--- src/hw/db_pkg.sv ---
package db_pkg;

    // ------------------------------------------------------------
    // Widths
    // ------------------------------------------------------------
    localparam int KEY_W    = 5;
    localparam int NUM_KEYS = 32;
    localparam int VALUE_W  = 16;

    // ------------------------------------------------------------
    // Encodings
    // ------------------------------------------------------------
    // Codes 8 to 15 are illegal
    typedef enum logic [3:0] {
        COMMAND_NOP        = 4'd0,
        COMMAND_CLEAR      = 4'd1,
        COMMAND_GET        = 4'd2,
        COMMAND_GET_NEXT   = 4'd3,
        COMMAND_SET        = 4'd4,
        COMMAND_REPLACE    = 4'd5,
        COMMAND_UNSET      = 4'd6,
        COMMAND_UNSET_NEXT = 4'd7
    } command_t;

    typedef enum logic [1:0] {
        STATUS_OK      = 2'd0,
        STATUS_ERROR   = 2'd1,
        STATUS_TIMEOUT = 2'd2
    } status_t;

    typedef enum logic [2:0] {
        OP_NOP,
        OP_CLEAR,
        OP_RD,
        OP_RMW,
        OP_WR,
        OP_ILLEGAL
    } op_kind_t;

    // ------------------------------------------------------------
    // Structs
    // ------------------------------------------------------------
    typedef struct packed {
        command_t           command;
        logic [KEY_W-1:0]   key;
        logic [VALUE_W-1:0] set_value;
    } db_cmd_t;

    typedef struct packed {
        op_kind_t           kind;
        logic [KEY_W-1:0]   key;
        logic               rd_next;
        logic               wr_next;
        logic               wr_valid;
        logic [VALUE_W-1:0] wr_value;
    } db_op_t;

    typedef struct packed {
        logic [KEY_W-1:0] key;
        logic             next;
    } db_rd_req_t;

    typedef struct packed {
        logic [KEY_W-1:0]   key;
        logic               next;
        logic               valid;
        logic [VALUE_W-1:0] value;
    } db_wr_req_t;

    typedef struct packed {
        logic               valid;
        logic [VALUE_W-1:0] value;
        logic [KEY_W-1:0]   next_key;
    } db_rd_resp_t;

    typedef struct packed {
        status_t            status;
        logic               get_valid;
        logic [KEY_W-1:0]   get_key;
        logic [VALUE_W-1:0] get_value;
    } db_resp_t;

    typedef struct packed {
        logic [15:0] ok_cnt;
        logic [15:0] err_cnt;
        logic [15:0] timeout_cnt;
    } db_stats_t;

endpackage : db_pkg

--- src/hw/db_cmd_decode.sv ---
module db_cmd_decode
    import db_pkg::*;
(
    input  db_cmd_t cmd,
    output db_op_t  op
);

    always_comb begin
        // Defaults cover a plain write of set_value
        op.kind     = OP_ILLEGAL;
        op.key      = cmd.key;
        op.rd_next  = 1'b0;
        op.wr_next  = 1'b0;
        op.wr_valid = 1'b1;
        op.wr_value = cmd.set_value;

        case (cmd.command)
            COMMAND_NOP: begin
                op.kind = OP_NOP;
            end
            COMMAND_CLEAR: begin
                op.kind = OP_CLEAR;
            end
            COMMAND_GET: begin
                op.kind = OP_RD;
            end
            COMMAND_GET_NEXT: begin
                op.kind    = OP_RD;
                op.rd_next = 1'b1;
            end
            COMMAND_SET: begin
                op.kind = OP_WR;
            end
            COMMAND_REPLACE: begin
                op.kind = OP_RMW;
            end
            COMMAND_UNSET: begin
                op.kind     = OP_RMW;
                op.wr_valid = 1'b0;
                op.wr_value = '0;
            end
            COMMAND_UNSET_NEXT: begin
                // Write lands on whatever key the scan finds
                op.kind     = OP_RMW;
                op.rd_next  = 1'b1;
                op.wr_next  = 1'b1;
                op.wr_valid = 1'b0;
                op.wr_value = '0;
            end
            default: begin
                op.kind = OP_ILLEGAL;
            end
        endcase
    end

endmodule : db_cmd_decode

--- src/hw/db_peripheral.sv ---
module db_peripheral
    import db_pkg::*;
#(
    parameter int TIMEOUT_CYCLES = 20,
    parameter int INIT_DEBOUNCE  = 8
) (
    input  logic       clk,
    input  logic       srst,

    // Command side
    input  logic       cmd_req,
    output logic       cmd_rdy,
    input  db_op_t     op,
    output logic       done,
    output status_t    status,

    // Store side
    output logic       init,
    input  logic       init_done,
    output logic       rd_req,
    input  logic       rd_rdy,
    input  logic       rd_ack,
    output db_rd_req_t rd,
    output logic       wr_req,
    input  logic       wr_rdy,
    input  logic       wr_ack,
    output db_wr_req_t wr
);

    typedef enum logic [3:0] {
        RESET,
        IDLE,
        CLEAR,
        RD,
        RMW,
        WR,
        CLEAR_PENDING,
        RD_PENDING,
        WR_PENDING,
        DONE,
        ERROR,
        TIMEOUT
    } state_t;

    state_t  state;
    state_t  nxt_state;
    db_op_t  op_q;
    logic    accept;
    logic    finish;
    status_t finish_status;
    logic    reset_timer;
    logic    inc_timer;
    logic    timeout;
    logic    init_ok;

    // ------------------------------------------------------------
    // FSM
    // ------------------------------------------------------------
    // Hold off new commands while the done strobe is out
    assign cmd_rdy = (state == IDLE) && !done;
    assign accept  = cmd_req && cmd_rdy;

    always_ff @(posedge clk) begin
        if (srst) begin
            state <= RESET;
        end else if (timeout) begin
            state <= TIMEOUT;
        end else begin
            state <= nxt_state;
        end
    end

    always_comb begin
        nxt_state     = state;
        reset_timer   = 1'b0;
        inc_timer     = 1'b0;
        init          = 1'b0;
        rd_req        = 1'b0;
        wr_req        = 1'b0;
        finish        = 1'b0;
        finish_status = STATUS_OK;

        case (state)
            RESET: begin
                if (init_ok) nxt_state = IDLE;
            end
            IDLE: begin
                reset_timer = 1'b1;
                if (accept) begin
                    case (op.kind)
                        OP_NOP:   nxt_state = DONE;
                        OP_CLEAR: nxt_state = CLEAR;
                        OP_RD:    nxt_state = RD;
                        OP_RMW:   nxt_state = RMW;
                        OP_WR:    nxt_state = WR;
                        default:  nxt_state = ERROR;
                    endcase
                end
            end
            CLEAR: begin
                inc_timer = 1'b1;
                init      = 1'b1;
                nxt_state = CLEAR_PENDING;
            end
            RD: begin
                inc_timer = 1'b1;
                rd_req    = 1'b1;
                if (rd_rdy) nxt_state = RD_PENDING;
            end
            RMW: begin
                // Each side waits for the other so both go in together
                inc_timer = 1'b1;
                rd_req    = wr_rdy;
                wr_req    = rd_rdy;
                if (rd_rdy && wr_rdy) nxt_state = RD_PENDING;
            end
            WR: begin
                inc_timer = 1'b1;
                wr_req    = 1'b1;
                if (wr_rdy) nxt_state = WR_PENDING;
            end
            CLEAR_PENDING: begin
                inc_timer = 1'b1;
                if (init_ok) nxt_state = DONE;
            end
            RD_PENDING: begin
                inc_timer = 1'b1;
                if (rd_ack) nxt_state = DONE;
            end
            WR_PENDING: begin
                inc_timer = 1'b1;
                if (wr_ack) nxt_state = DONE;
            end
            DONE: begin
                finish    = 1'b1;
                nxt_state = IDLE;
            end
            ERROR: begin
                finish        = 1'b1;
                finish_status = STATUS_ERROR;
                nxt_state     = IDLE;
            end
            TIMEOUT: begin
                finish        = 1'b1;
                finish_status = STATUS_TIMEOUT;
                nxt_state     = IDLE;
            end
            default: begin
                nxt_state = ERROR;
            end
        endcase
    end

    // Registered completion strobe
    always_ff @(posedge clk) begin
        if (srst) begin
            done <= 1'b0;
        end else begin
            done <= finish;
        end
    end

    always_ff @(posedge clk) begin
        status <= finish_status;
    end

    // ------------------------------------------------------------
    // Request fields
    // ------------------------------------------------------------
    always_ff @(posedge clk) begin
        if (accept) op_q <= op;
    end

    assign rd = '{key: op_q.key, next: op_q.rd_next};
    assign wr = '{key: op_q.key, next: op_q.wr_next, valid: op_q.wr_valid,
                  value: op_q.wr_value};

    // ------------------------------------------------------------
    // init_done debounce and cycle timer
    // ------------------------------------------------------------
    if (INIT_DEBOUNCE > 0) begin : g_debounce
        localparam int CNT_W = $clog2(INIT_DEBOUNCE + 1);
        logic [CNT_W-1:0] high_cnt;

        // Count consecutive high cycles, restart on any drop
        always_ff @(posedge clk) begin
            if (srst || init || !init_done) begin
                high_cnt <= '0;
            end else if (high_cnt != CNT_W'(INIT_DEBOUNCE)) begin
                high_cnt <= high_cnt + 1'b1;
            end
        end
        assign init_ok = (high_cnt == CNT_W'(INIT_DEBOUNCE));
    end else begin : g_no_debounce
        assign init_ok = init_done;
    end

    if (TIMEOUT_CYCLES > 0) begin : g_timer
        localparam int TMR_W = $clog2(TIMEOUT_CYCLES + 1);
        logic [TMR_W-1:0] timer;

        always_ff @(posedge clk) begin
            if (srst || reset_timer) begin
                timer <= '0;
            end else if (inc_timer) begin
                timer <= timer + 1'b1;
            end
        end
        // Only fires in working states, so TIMEOUT itself moves on
        assign timeout = inc_timer && (timer == TMR_W'(TIMEOUT_CYCLES - 1));
    end else begin : g_no_timer
        assign timeout = 1'b0;
    end

endmodule : db_peripheral

--- src/hw/db_result.sv ---
module db_result
    import db_pkg::*;
(
    input  logic        clk,
    input  logic        srst,
    input  logic        done,
    input  status_t     status,
    input  logic        rd_ack,
    input  db_rd_resp_t rd_resp,
    output logic        resp_valid,
    output db_resp_t    resp,
    output db_stats_t   stats
);

    db_rd_resp_t cap_q;
    logic        cap_vld;

    // Lookup capture, dropped once the response is out
    always_ff @(posedge clk) begin
        if (srst) begin
            cap_vld <= 1'b0;
        end else if (rd_ack) begin
            cap_vld <= 1'b1;
        end else if (done) begin
            cap_vld <= 1'b0;
        end
    end

    always_ff @(posedge clk) begin
        if (rd_ack) cap_q <= rd_resp;
    end

    // Get fields read as zero when no lookup came back
    always_ff @(posedge clk) begin
        if (done) begin
            resp.status    <= status;
            resp.get_valid <= cap_vld && cap_q.valid;
            resp.get_key   <= cap_vld ? cap_q.next_key : '0;
            resp.get_value <= cap_vld ? cap_q.value : '0;
        end
    end

    always_ff @(posedge clk) begin
        if (srst) begin
            resp_valid <= 1'b0;
            stats      <= '0;
        end else begin
            resp_valid <= done;
            if (done) begin
                case (status)
                    STATUS_OK:      stats.ok_cnt      <= stats.ok_cnt + 1'b1;
                    STATUS_TIMEOUT: stats.timeout_cnt <= stats.timeout_cnt + 1'b1;
                    default:        stats.err_cnt     <= stats.err_cnt + 1'b1;
                endcase
            end
        end
    end

endmodule : db_result

--- src/hw/db_store.sv ---
module db_store
    import db_pkg::*;
(
    input  logic        clk,
    input  logic        srst,

    input  logic        init,
    output logic        init_done,

    input  logic        rd_req,
    output logic        rd_rdy,
    input  db_rd_req_t  rd,
    output logic        rd_ack,
    output db_rd_resp_t rd_resp,

    input  logic        wr_req,
    output logic        wr_rdy,
    input  db_wr_req_t  wr,
    output logic        wr_ack
);

    logic [NUM_KEYS-1:0] valid_q;
    logic [VALUE_W-1:0]  value_q [NUM_KEYS];
    logic                clr_q;
    logic                rd_act;
    logic                wr_act;
    logic                busy;
    db_rd_req_t          rd_q;
    db_wr_req_t          wr_q;

    // Scan pointer, one bit wider so key 31 can look past the end
    logic [KEY_W:0]      ptr;
    logic [KEY_W-1:0]    idx;
    logic [KEY_W-1:0]    wr_key;
    logic                past_end;
    logic                hit;
    logic                rd_end;
    logic                wr_en;

    // ------------------------------------------------------------
    // Lookup
    // ------------------------------------------------------------
    assign idx      = rd_q.next ? ptr[KEY_W-1:0] : rd_q.key;
    assign past_end = rd_q.next && ptr[KEY_W];
    assign hit      = !past_end && valid_q[idx];

    // Direct reads end at once, scans on a hit or at the top key
    assign rd_end = !rd_q.next || past_end || hit ||
                    (ptr == (KEY_W + 1)'(NUM_KEYS - 1));

    assign rd_resp.valid    = hit;
    assign rd_resp.value    = value_q[idx];
    assign rd_resp.next_key = (rd_q.next && !hit) ? '0 : idx;

    // ------------------------------------------------------------
    // Handshake
    // ------------------------------------------------------------
    assign busy      = rd_act || wr_act;
    assign rd_rdy    = !busy;
    assign wr_rdy    = !busy;
    assign rd_ack    = rd_act && rd_end;
    // A paired write waits for its read to resolve
    assign wr_ack    = wr_act && (!rd_act || rd_end);
    assign init_done = !clr_q;

    assign wr_key = wr_q.next ? idx : wr_q.key;
    // Nothing found by the scan means nothing to write
    assign wr_en  = wr_ack && (!wr_q.next || (rd_act && hit));

    always_ff @(posedge clk) begin
        if (srst) begin
            rd_act  <= 1'b0;
            wr_act  <= 1'b0;
            clr_q   <= 1'b1;
            valid_q <= '0;
        end else begin
            clr_q <= init;

            if (rd_req && rd_rdy) begin
                rd_act <= 1'b1;
            end else if (rd_ack) begin
                rd_act <= 1'b0;
            end

            if (wr_req && wr_rdy) begin
                wr_act <= 1'b1;
            end else if (wr_ack) begin
                wr_act <= 1'b0;
            end

            if (init) begin
                valid_q <= '0;
            end else if (wr_en) begin
                valid_q[wr_key] <= wr_q.valid;
            end
        end
    end

    // ------------------------------------------------------------
    // Request and table payload
    // ------------------------------------------------------------
    always_ff @(posedge clk) begin
        if (rd_req && rd_rdy) begin
            rd_q <= rd;
            ptr  <= {1'b0, rd.key} + 1'b1;
        end else if (rd_act && !rd_end) begin
            ptr <= ptr + 1'b1;
        end

        if (wr_req && wr_rdy) wr_q <= wr;

        if (wr_en) value_q[wr_key] <= wr_q.value;
    end

endmodule : db_store

--- src/hw/db_subsys.sv ---
module db_subsys
    import db_pkg::*;
#(
    parameter int TIMEOUT_CYCLES = 20,
    parameter int INIT_DEBOUNCE  = 8
) (
    input  logic      clk,
    input  logic      srst,
    input  logic      cmd_req,
    output logic      cmd_rdy,
    input  db_cmd_t   cmd,
    output logic      resp_valid,
    output db_resp_t  resp,
    output db_stats_t stats
);

    db_op_t      op;
    logic        init;
    logic        init_done;
    logic        rd_req;
    logic        rd_rdy;
    logic        rd_ack;
    db_rd_req_t  rd;
    db_rd_resp_t rd_resp;
    logic        wr_req;
    logic        wr_rdy;
    logic        wr_ack;
    db_wr_req_t  wr;
    logic        done;
    status_t     status;

    db_cmd_decode decode_i (
        .cmd (cmd),
        .op  (op)
    );

    db_peripheral #(
        .TIMEOUT_CYCLES (TIMEOUT_CYCLES),
        .INIT_DEBOUNCE  (INIT_DEBOUNCE)
    ) periph_i (
        .clk       (clk),
        .srst      (srst),
        .cmd_req   (cmd_req),
        .cmd_rdy   (cmd_rdy),
        .op        (op),
        .done      (done),
        .status    (status),
        .init      (init),
        .init_done (init_done),
        .rd_req    (rd_req),
        .rd_rdy    (rd_rdy),
        .rd_ack    (rd_ack),
        .rd        (rd),
        .wr_req    (wr_req),
        .wr_rdy    (wr_rdy),
        .wr_ack    (wr_ack),
        .wr        (wr)
    );

    db_store store_i (
        .clk       (clk),
        .srst      (srst),
        .init      (init),
        .init_done (init_done),
        .rd_req    (rd_req),
        .rd_rdy    (rd_rdy),
        .rd        (rd),
        .rd_ack    (rd_ack),
        .rd_resp   (rd_resp),
        .wr_req    (wr_req),
        .wr_rdy    (wr_rdy),
        .wr        (wr),
        .wr_ack    (wr_ack)
    );

    db_result result_i (
        .clk        (clk),
        .srst       (srst),
        .done       (done),
        .status     (status),
        .rd_ack     (rd_ack),
        .rd_resp    (rd_resp),
        .resp_valid (resp_valid),
        .resp       (resp),
        .stats      (stats)
    );

endmodule : db_subsys
--- config.mk ---
export PLATFORM = sky130hd
export DESIGN_NAME = db_subsys
export DESIGN_NICKNAME = d
export VERILOG_FILES = /design/src/hw/db_pkg.sv /design/src/hw/db_cmd_decode.sv /design/src/hw/db_peripheral.sv /design/src/hw/db_result.sv /design/src/hw/db_store.sv /design/src/hw/db_subsys.sv
export SDC_FILE = /design/constraint.sdc
export NUM_CORES = 1
export LEC_CHECK = 0
export BUFFER_PORTS_ARGS = -buffer_cell sky130_fd_sc_hd__buf_2
export CORE_AREA = 5 5 179 353
export DETAILED_ROUTE_END_ITERATION = 16
export DIE_AREA = 0 0 184 358
export GPL_ROUTABILITY_DRIVEN = 0
export HOLD_SLACK_MARGIN = 0.06
export SYNTH_ARGS = -nofsm -noshare
export SYNTH_HDL_FRONTEND = slang
export SYNTH_SLANG_ARGS = --single-unit
--- constraint.sdc ---
create_clock -name clk -period 4.9 [get_ports clk]
set_input_delay 0.245 -clock clk [delete_from_list [all_inputs] [get_ports clk]]
set_output_delay 0.245 -clock clk [all_outputs]
set_load 0.05 [all_outputs]
==> results.toml, run 1 <==
[final_layout]
utilization = 0.555
final_common_cell = "edfxtp_1"
nets = 2505
layout.cells.non_filler = 3294
num-fill-cells = 4988
layout.cells.most_common_list = "617 x edfxtp_1, 592 x nand2_1, 273 x nand3_1"
drive_gt1_frac = 0.137
design_area_um2 = 33300
area_growth_pct = 14.3

[setup_path]
worst_path_most_repeated_cell = "buf_4"
crit_type = "reg2reg"
path_cells = "buf_4 -> mux2i_4 -> mux2i_1 -> a221oi_2 -> o2111ai_1 -> a22oi_2 -> a21boi_4 -> buf_4 -> nor4_4 -> buf_4"
r2r-end = "store_i.value_q[0][4]$_DFFE_PP_"
r2r_start = "store_i.rd_q[0]$_DFFE_PP_"
critPathLaunchType = "register"
required_ps = 5230
cp_max_fo = 12
crit_family = "compound AO/OA/AOI/OAI gates"
cp_slowest_cell = "edfxtp_1"
cp_slowest_stage_delay_ps = 760
critPathArrivalTime_ps = 4470
worst-r2r-cell-count = 10
worst-r2r-setup-slack_ps = 760
cp-end-kind = "register"
cp_num_buf_inv = 3

[die]
core_um2 = 60100
die_area_um2 = 65900
core.rowCount = 127
dieHeight_um = 358
io_pins = 102
start_util = 0.485
die_x_um = 184

[synth]
ys_ff_latch = 718
synth_warnings = 0
syn_area_per_cell_um2 = 12.5
synth_ff_type = "edfxtp_1"
synth.net_count = 2361
synth.distinct_cells = 59
seq_area_frac_synth = 0.705
async_flop_share = 0
syn-instance-count = 2326
synth_area_um2 = 29200
synth_edf_count = 617

[clocking]
cts.sinks = 718
post_cts_buffers = 0
htreeDepth = 2
clk_pin_slew_ps = 70
cts_tree = "done"
insertion_delay_ps = 620
cts_buffers = 59
clockBufferDepth = 3
cts_root_buffer = "clkbuf_16"

[place]
place.port_buffers = 101
dp_worst_setup_slack_ps = 797
hpwl_mm = 49.3
dp_cells = 3160
placed_area_um2 = 31200

[drt]
drc = 0
wirelength_mm = 76.0
wl_per_cell_um = 23.1
ant_nets = 0
dr.pass1.iters = 7
num_vias = 18673
drtIter0Drc = 1405
vias_per_cell = 5.67

[min_path]
min_from = "cmd[22]"
holdPathStages = 2
hold_end = "periph_i.rd[0]$_DFFE_PP_"
hold_path.class = "in2reg"

[grt]
antenna_found_initial = 1
grt_max_degree = 116
grt_pass1_wl_mm = 116
grt_pass1_vias = 19249
grt-ovfl-total = 0
grtUsageTotal = 0.232

[job]
maxCapViolations = 0

[sta]
fin_crit_sh = 0.844
post-route-min-period_ps = 4140
setup_slack_ps = 764
slew_viol_final = 0
worst_clock_skew_ps = 23.8
whs_ps = 129
setup_violations = 0
fmax_ghz = 0.242
hold_viol = 0
setup_tns_ps = 0
rsz0062_at_grt = "false"
max_slew_margin = 0.226
tightest_slew_ps = 1140

[pwr]
cellLeakagePower_nw = 11.6
powerDensity_nw_per_um2 = 447
total_power_mw = 14.9
peakVddDrop_uv = 335

[outcome]
status = "completed"
-- worst max path at each step --
stage                     slack [ps]                               end                       from  depth (start not counted)
after floorplan                  850  store_i.value_q[30][0]$_DFFE_PP_  store_i.rd_q[0]$_DFFE_PP_                          8
after global placement           870  store_i.value_q[0][12]$_DFFE_PP_  store_i.rd_q[0]$_DFFE_PP_                          9
after detailed placement         800  store_i.value_q[0][11]$_DFFE_PP_  store_i.rd_q[0]$_DFFE_PP_                         10
after CTS                        780   store_i.value_q[0][4]$_DFFE_PP_  store_i.rd_q[0]$_DFFE_PP_                         10
after global routing             560  store_i.value_q[0][14]$_DFFE_PP_  store_i.rd_q[0]$_DFFE_PP_                         10
final                            760   store_i.value_q[0][4]$_DFFE_PP_  store_i.rd_q[0]$_DFFE_PP_                         10
-- where the power goes --
| group | total, mW | internal [mW] | switching (mW) | leakage (nW) |
|---|---|---|---|---|
| sequential | 7.09 | 6.96 | 0.132 | 6.37 |
| clock | 4.63 | 2.53 | 2.10 | 0.899 |
| combinational | 3.18 | 0.930 | 2.25 | 4.29 |
-- layout make-up --
type | count | area, um^2 | area share
sequential | 718 | 20500 | 0.616
multi-input combinational | 1446 | 8280 | 0.248
clock buffer | 90 | 1690 | 0.0506
timing repair buffer | 233 | 1630 | 0.0489
tap | 774 | 968 | 0.0290
clock inverter | 20 | 180 | 0.00540
inverter | 12 | 45.0 | 0.00135
antenna | 1 | 2.50 | 0.0000751
-- sequential cells by signal, indices dropped and copies added (netlist names) --
| name | count |
|---|---|
| result_i.resp_valid | 1 |
| periph_i.done | 1 |
| store_i.clr_q | 1 |
| store_i.value_q | 512 |
| result_i.cap_vld | 1 |
| periph_i.g_timer.timer | 5 |
| periph_i.wr | 18 |
| store_i.wr_act | 1 |
| store_i.valid_q | 32 |
| periph_i.rd | 6 |
| store_i.rd_act | 1 |
| result_i.cap_q | 22 |
| periph_i.g_debounce.high_cnt | 4 |
| store_i.ptr | 6 |
| periph_i.status | 2 |
| store_i.rd_q | 6 |
| store_i.wr_q | 23 |
| result_i.stats | 48 |
| result_i.resp | 24 |
| periph_i.state | 4 |
-- timing repair --
action / CTS / global route
resized for setup: 0 / 0
setup endpoints to repair: 0 / 0
hold buffers: 23 / 0
endpoints found under the hold margin: 23 / 0
-- cells in the mapped netlist, drive strengths merged (4+ instances only) --
cell	instances	area, um^2
mux2i	60	613
buf	26	160
xnor2	13	114
a31oi	23	144
or2	4	25.0
a311oi	80	701
nand2b	9	56.3
o2111ai	4	35.0
and4	5	43.8
nor2b	8	50.1
nand4	11	68.8
nand3b	4	30.0
nor3b	4	30.0
clkbuf	124	465
nand2	592	2220
a21o	17	128
and2	41	257
mux2	4	52.6
xor2	35	307
ha	7	87.6
nor2	80	303
nor3	12	60.1
or3	9	56.3
edfxtp	617	18500
nor4	35	433
inv	12	45.0
nand3	273	1370
a221oi	4	41.3
dfxtp	101	2020
a21oi	22	110
and3	44	275
a32oi	5	43.8
o21ai	21	105
-- metal layers --
layer	vias up	track usage	wire, um
li1	8762	-	-
met1	9223	0.264	27800
met2	526	0.408	39000
met3	162	0.0258	3170
met4	0	0.152	5960
met5	-	0	0
-- kinds of logic (layout without fill, tap and decap cells) --
kind of cell    count (synthesis)  count (layout)  share of synthesized area
simple gates                 1136            1136                      0.182
flops                         718             718                      0.705
compound gates                191             191                     0.0495
buf+inv                       162             355                     0.0230
mux                            64              64                     0.0228
xor+xnor                       48              48                     0.0144
fa+ha+maj                       7               7                    0.00300
other cells                     0               1                          0
Power figures use the tool's default switching activity.
==> run 2, diff against run 1 <==
- PLACE_DENSITY: default -> 0.67
- clock period: 4.9 -> 3.41 ns (I/O delays scaled with it)
==> run 2 against run 1 <==
Effect of this change: flip-flop and latch count unchanged; critical endpoint is now result_i.cap_q[20]$_DFFE_PP_; utilization increased by 1.3 points; via count increased by 3.5%; final cell count increased by 0.79%; die area unchanged; sequential share of layout area decreased by 1.4 points; maximum frequency increased by 24%; clock-buffer cell count decreased by 9; highest routed layer unchanged; critical path type unchanged; setup slack got worse by 700 ps; sequential power increased by 45%.
==> results.toml, run 2 (synthesis results as in run 1) <==
[die]
dieHeight_um = 358
die_x_um = 184
io_pins = 102
start_util = 0.485
die_area_um2 = 65900
core.rowCount = 127
core_um2 = 60100

[drt]
routedLengthMet1_mm = 26.0
drtIter0Drc = 1707
wl_per_cell_um = 23.4
dr.pass1.iters = 6
drc = 0
wirelength_mm = 77.6
wl_met3_mm = 4.37
ant_nets = 0
vias_per_cell = 5.82
wl_met2_mm = 41.1
num_vias = 19332
top_layer_used = "met4"

[pwr]
powerDensity_nw_per_um2 = 634
seqPwrFrac = 0.474
switching_share = 0.301
internal_power_mw = 15.1
power.switching_mw = 6.51
p_clk_frac = 0.310
peakVddDrop_uv = 437
total_power_mw = 21.6
comb_power_share = 0.216
cellLeakagePower_nw = 11.9

[setup_path]
cp_max_fo = 63
critPathArrivalTime_ps = 3720
crit_family = "compound AO/OA/AOI/OAI gates"
crit_type = "reg2reg"
r2r_start = "store_i.rd_q[0]$_DFFE_PP_"
worst-r2r-cell-count = 8
r2r-end = "result_i.cap_q[20]$_DFFE_PP_"
critical_path.endpoint = "result_i.cap_q[20]$_DFFE_PP_"
worst_path_most_repeated_cell = "a311oi_1"
cp_slowest_stage_delay_ps = 790
path_cells = "buf_12 -> mux2i_4 -> buf_4 -> buf_6 -> a311oi_1 -> a311oi_1 -> a31oi_1 -> a21o_1"
cp_num_buf_inv = 3
cp.depth = 8
required_ps = 3790
cp-end-kind = "register"
cp_slowest_cell = "a311oi_1"
worstSetupStartpoint = "store_i.rd_q[0]$_DFFE_PP_"
worst-r2r-setup-slack_ps = 70
critPathLaunchType = "register"

[final_layout]
largest_reg_flops = 512
final_common_cell = "edfxtp_1"
top_regs = "store_i.value_q x512, result_i.stats x48, store_i.valid_q x32"
largest-register = "store_i.value_q"
n_antenna_cell = 0
area_growth_pct = 17.0
layout.cells.most_common_list = "617 x edfxtp_1, 592 x nand2_1, 273 x nand3_1"
drive_gt1_frac = 0.152
layout.cells.non_filler = 3320
nets = 2532

[clocking]
insertion_delay_ps = 630
cts.sinks = 718
cts_buffers = 58
clk_pin_slew_ps = 70
cts_root_buffer = "clkbuf_16"
cts_tree = "done"
htreeDepth = 2
clockBufferDepth = 3

[sta]
setup_slack_ps = 68.4
max_slew_margin = 0.0317
worst_clock_skew_ps = 23.9
whs_ps = 116
rsz0062_at_grt = "false"
setup_violations = 0
post-route-min-period_ps = 3340
hold_viol = 0
tightest_slew_ps = 1450
slew_viol_final = 0
fmax_ghz = 0.299
fin_crit_sh = 0.980

[min_path]
hold_path.class = "in2reg"

[grt]
antenna_found_initial = 0
grt_pass1_vias = 19818
grt-ovfl-total = 0
grt_max_degree = 129
grtUsageTotal = 0.236
grt_pass1_wl_mm = 118

[outcome]
status = "completed"

[job]
maxCapViolations = 0

[place]
place.port_buffers = 101
dp_worst_setup_slack_ps = -94.6
hpwl_mm = 50.5
dp_cells = 3182
## run 2: changes by cell type in the layout (fill, tap and decap cells not counted), sizes merged
cell and change:
buf +27, dlygate4sd3 +1, clkinvlp -2, diode -1
bufinv -1, inv +4, clkinv +7, clkbuf -9
## run 2: cell type report
class / count / area, um^2
Inverter: 12 / 45.0
Clock buffer: 81 / 1700
Timing Repair Buffer: 261 / 2310
Clock inverter: 28 / 219
Sequential cell: 718 / 20500
Multi-Input combinational cell: 1446 / 8310
Tap cell: 774 / 968
Fill cell: 4824 / 26000
## run 2: how the worst min path moves through the flow
stage,startpoint,to,cells past startpoint
after floorplan,cmd[16],periph_i.rd[1]$_DFFE_PP_,0
after global placement,cmd[19],periph_i.rd[4]$_DFFE_PP_,1
after detailed placement,cmd[19],periph_i.rd[4]$_DFFE_PP_,1
after CTS,cmd[23],periph_i.state[1]$_SDFFE_PP0P_,6
after global routing,cmd[23],periph_i.state[1]$_SDFFE_PP0P_,6
final,cmd[23],periph_i.state[1]$_SDFFE_PP0P_,6
## run 2: per-layer routing
layer | vias up | GRT usage
met2 | 804 | 0.428
met1 | 9491 | 0.253
li1 | 8827 | -
met3 | 210 | 0.0307
met5 | - | 0
met4 | 0 | 0.156
## run 2: power by group through the flow
stage | Sequential (mW) | Combinational, mW | Clock (mW)
global placement | 10.4 | 4.52 | 0
floorplan | 10.4 | 2.64 | 0
detailed placement | 10.4 | 4.59 | 0
CTS | 10.2 | 4.64 | 6.80
finish | 10.3 | 4.67 | 6.70
global route | 10.3 | 4.99 | 7.16
## run 2: metrics by stage
stage	setup TNS, ps	instance area [um^2]	util
final	0	34100	0.568
after global routing	0	34100	0.568
after CTS	0	34000	0.566
after detailed placement	-148	31900	0.530
after global placement	-170	31900	0.530
after floorplan	-41380	29300	-
## run 2: what timing repair did
item,CTS,global route
gates resized for setup,1,6
pin swaps,0,1
endpoints found under the setup margin,6,271
setup buffers,0,5
hold endpoints to repair,24,0
hold buffers,24,0
## run 2: tightest hold or removal path: cells and delay by family
family          cells  cell delay, ps
compound gates      4             340
buf+inv             1             130
simple gates        1              50
==> run 3, diff against run 2 <==
- PLACE_DENSITY: 0.67 -> default
- clock period: 3.41 -> 3.95 ns (I/O delays scaled with it)
==> run 3 against run 2 <==
Effect of this change: flip-flop and latch count stayed put; first-iteration DRC count fell by 16%; clock-buffer cell count decreased by 1; critical endpoint is now store_i.value_q[1][14]$_DFFE_PP_; largest cell class unchanged.
==> results.toml, run 3 (synthesis results as in run 1) <==
[outcome]
status = "completed"

[pwr]
switching_share = 0.300
power.switching_mw = 5.71
p_clk_frac = 0.326
powerDensity_nw_per_um2 = 567
seqPwrFrac = 0.463
internal_power_mw = 13.3
cellLeakagePower_nw = 11.7
total_power_mw = 19.0
comb_power_share = 0.212
peakVddDrop_uv = 530

[place]
dp_cells = 3152
dp_worst_setup_slack_ps = 130
hpwl_mm = 50.9
place.port_buffers = 101
placed_area_um2 = 31200

[drt]
vias_per_cell = 5.72
drc = 0
drtIter0Drc = 1433
top_layer_used = "met4"
wl_met2_mm = 39.0
ant_nets = 0
routedLengthMet1_mm = 28.5
wl_met3_mm = 3.61
wirelength_mm = 77.3
wl_per_cell_um = 23.5
num_vias = 18833
dr.pass1.iters = 5

[clocking]
cts_root_buffer = "clkbuf_16"
clk_pin_slew_ps = 70
htreeDepth = 2
cts_buffers = 59
cts-resized-gates = 0
cts.sinks = 718
clockBufferDepth = 3
cts_tree = "done"
insertion_delay_ps = 630

[final_layout]
largest-register = "store_i.value_q"
nets = 2499
num-fill-cells = 4979
drive_gt1_frac = 0.144
final_common_cell = "edfxtp_1"
design_area_um2 = 33600
top_regs = "store_i.value_q x512, result_i.stats x48, store_i.valid_q x32"
largest_reg_flops = 512
layout.cells.most_common_list = "617 x edfxtp_1, 592 x nand2_1, 273 x nand3_1"
layout.cells.non_filler = 3290
area_growth_pct = 15.1

[setup_path]
crit_type = "reg2reg"
crit_family = "simple AND/OR/NAND/NOR gates"
required_ps = 4180
cp_slowest_stage_delay_ps = 1000
cp_slowest_cell = "nor4_4"
cp_num_buf_inv = 1
cp-end-kind = "register"
cp.depth = 8
critPathLaunchType = "register"
cp_max_fo = 18
critPathArrivalTime_ps = 4010
worst-r2r-cell-count = 8
path_cells = "mux2_4 -> mux2i_1 -> a221oi_1 -> o2111ai_1 -> nand3_1 -> nor2_4 -> buf_12 -> nor4_4"

[die]
io_pins = 102
start_util = 0.485
core_um2 = 60100
dieHeight_um = 358
core.rowCount = 127
die_x_um = 184
die_area_um2 = 65900

[grt]
grtUsageTotal = 0.233
antenna_found_initial = 0
grt_pass1_wl_mm = 117
grt_max_degree = 129
grt_pass1_vias = 19033
grt-ovfl-total = 0

[sta]
fin_crit_sh = 0.959
setup_slack_ps = 162
worst_clock_skew_ps = 34.0
hold_viol = 0
max_slew_margin = 0.187
slew_viol_final = 0
setup_violations = 0
fmax_ghz = 0.264
rsz0062_at_grt = "false"
tightest_slew_ps = 1210
setup_tns_ps = 0
post-route-min-period_ps = 3790

[min_path]
holdPathStages = 6
hold_path.class = "in2reg"

[job]
maxCapViolations = 0
run 3: final timing paths:
check | slack [ps] | start | to
setup / recovery | 160 | store_i.rd_q[0]$_DFFE_PP_ | store_i.value_q[1][14]$_DFFE_PP_
hold / removal | 180 | cmd[23] | periph_i.state[1]$_SDFFE_PP0P_
setup reg to reg | 160 | store_i.rd_q[0]$_DFFE_PP_ | store_i.value_q[1][14]$_DFFE_PP_
hold reg to reg | 420 | periph_i.wr[14]$_SDFFCE_PN0P_ | store_i.wr_q[14]$_DFFE_PP_
run 3: metrics by stage:
step / utilization / hold slack (ps)
5_1_grt: 0.559 / 232
3_5_place_dp: 0.520 / 376
6_report: 0.559 / 182
4_1_cts: 0.558 / 145
2_1_floorplan: - / 296
3_3_place_gp: 0.520 / 380
run 3: worst min-delay path: cells and delay by family:
kind,cells,cell delay (ps)
and+or+nand+nor,1,50
AOI/OAI and AO/OA,4,370
buffers and inverters,1,120
run 3: cell type report:
type / count / area (um^2) / area share
timing repair buffer: 227 / 1620 / 0.0484
clock inverter: 32 / 338 / 0.0101
multi-input combinational: 1446 / 8280 / 0.247
tap: 774 / 968 / 0.0289
antenna: 1 / 2.50 / 0.0000746
inverter: 12 / 45.0 / 0.00134
clock buffer: 80 / 1750 / 0.0520
sequential: 718 / 20500 / 0.612
run 3: layer usage:
layer  vias to the layer above  GRT usage
li1                       8767          -
met1                      9243      0.274
met4                         0      0.153
met2                       647      0.404
met5                         -          0
met3                       176     0.0239
run 3: timing repair:
| item | 4_1_cts | 5_1_grt |
|---|---|---|
| hold buffers | 24 | 0 |
| hold endpoints to repair | 23 | 0 |
| setup endpoints to repair | 0 | 18 |
| buffers inserted | 0 | 1 |
run 3: power groups by stage:
stage          logic, mW  clock network (mW)  registers [mW]
2_1_floorplan       2.25                   0            8.99
6_report            4.03                6.20            8.81
3_5_place_dp        3.99                   0            8.97
3_3_place_gp        3.94                   0            8.96
5_1_grt             4.30                6.63            8.82
4_1_cts             4.02                6.31            8.80
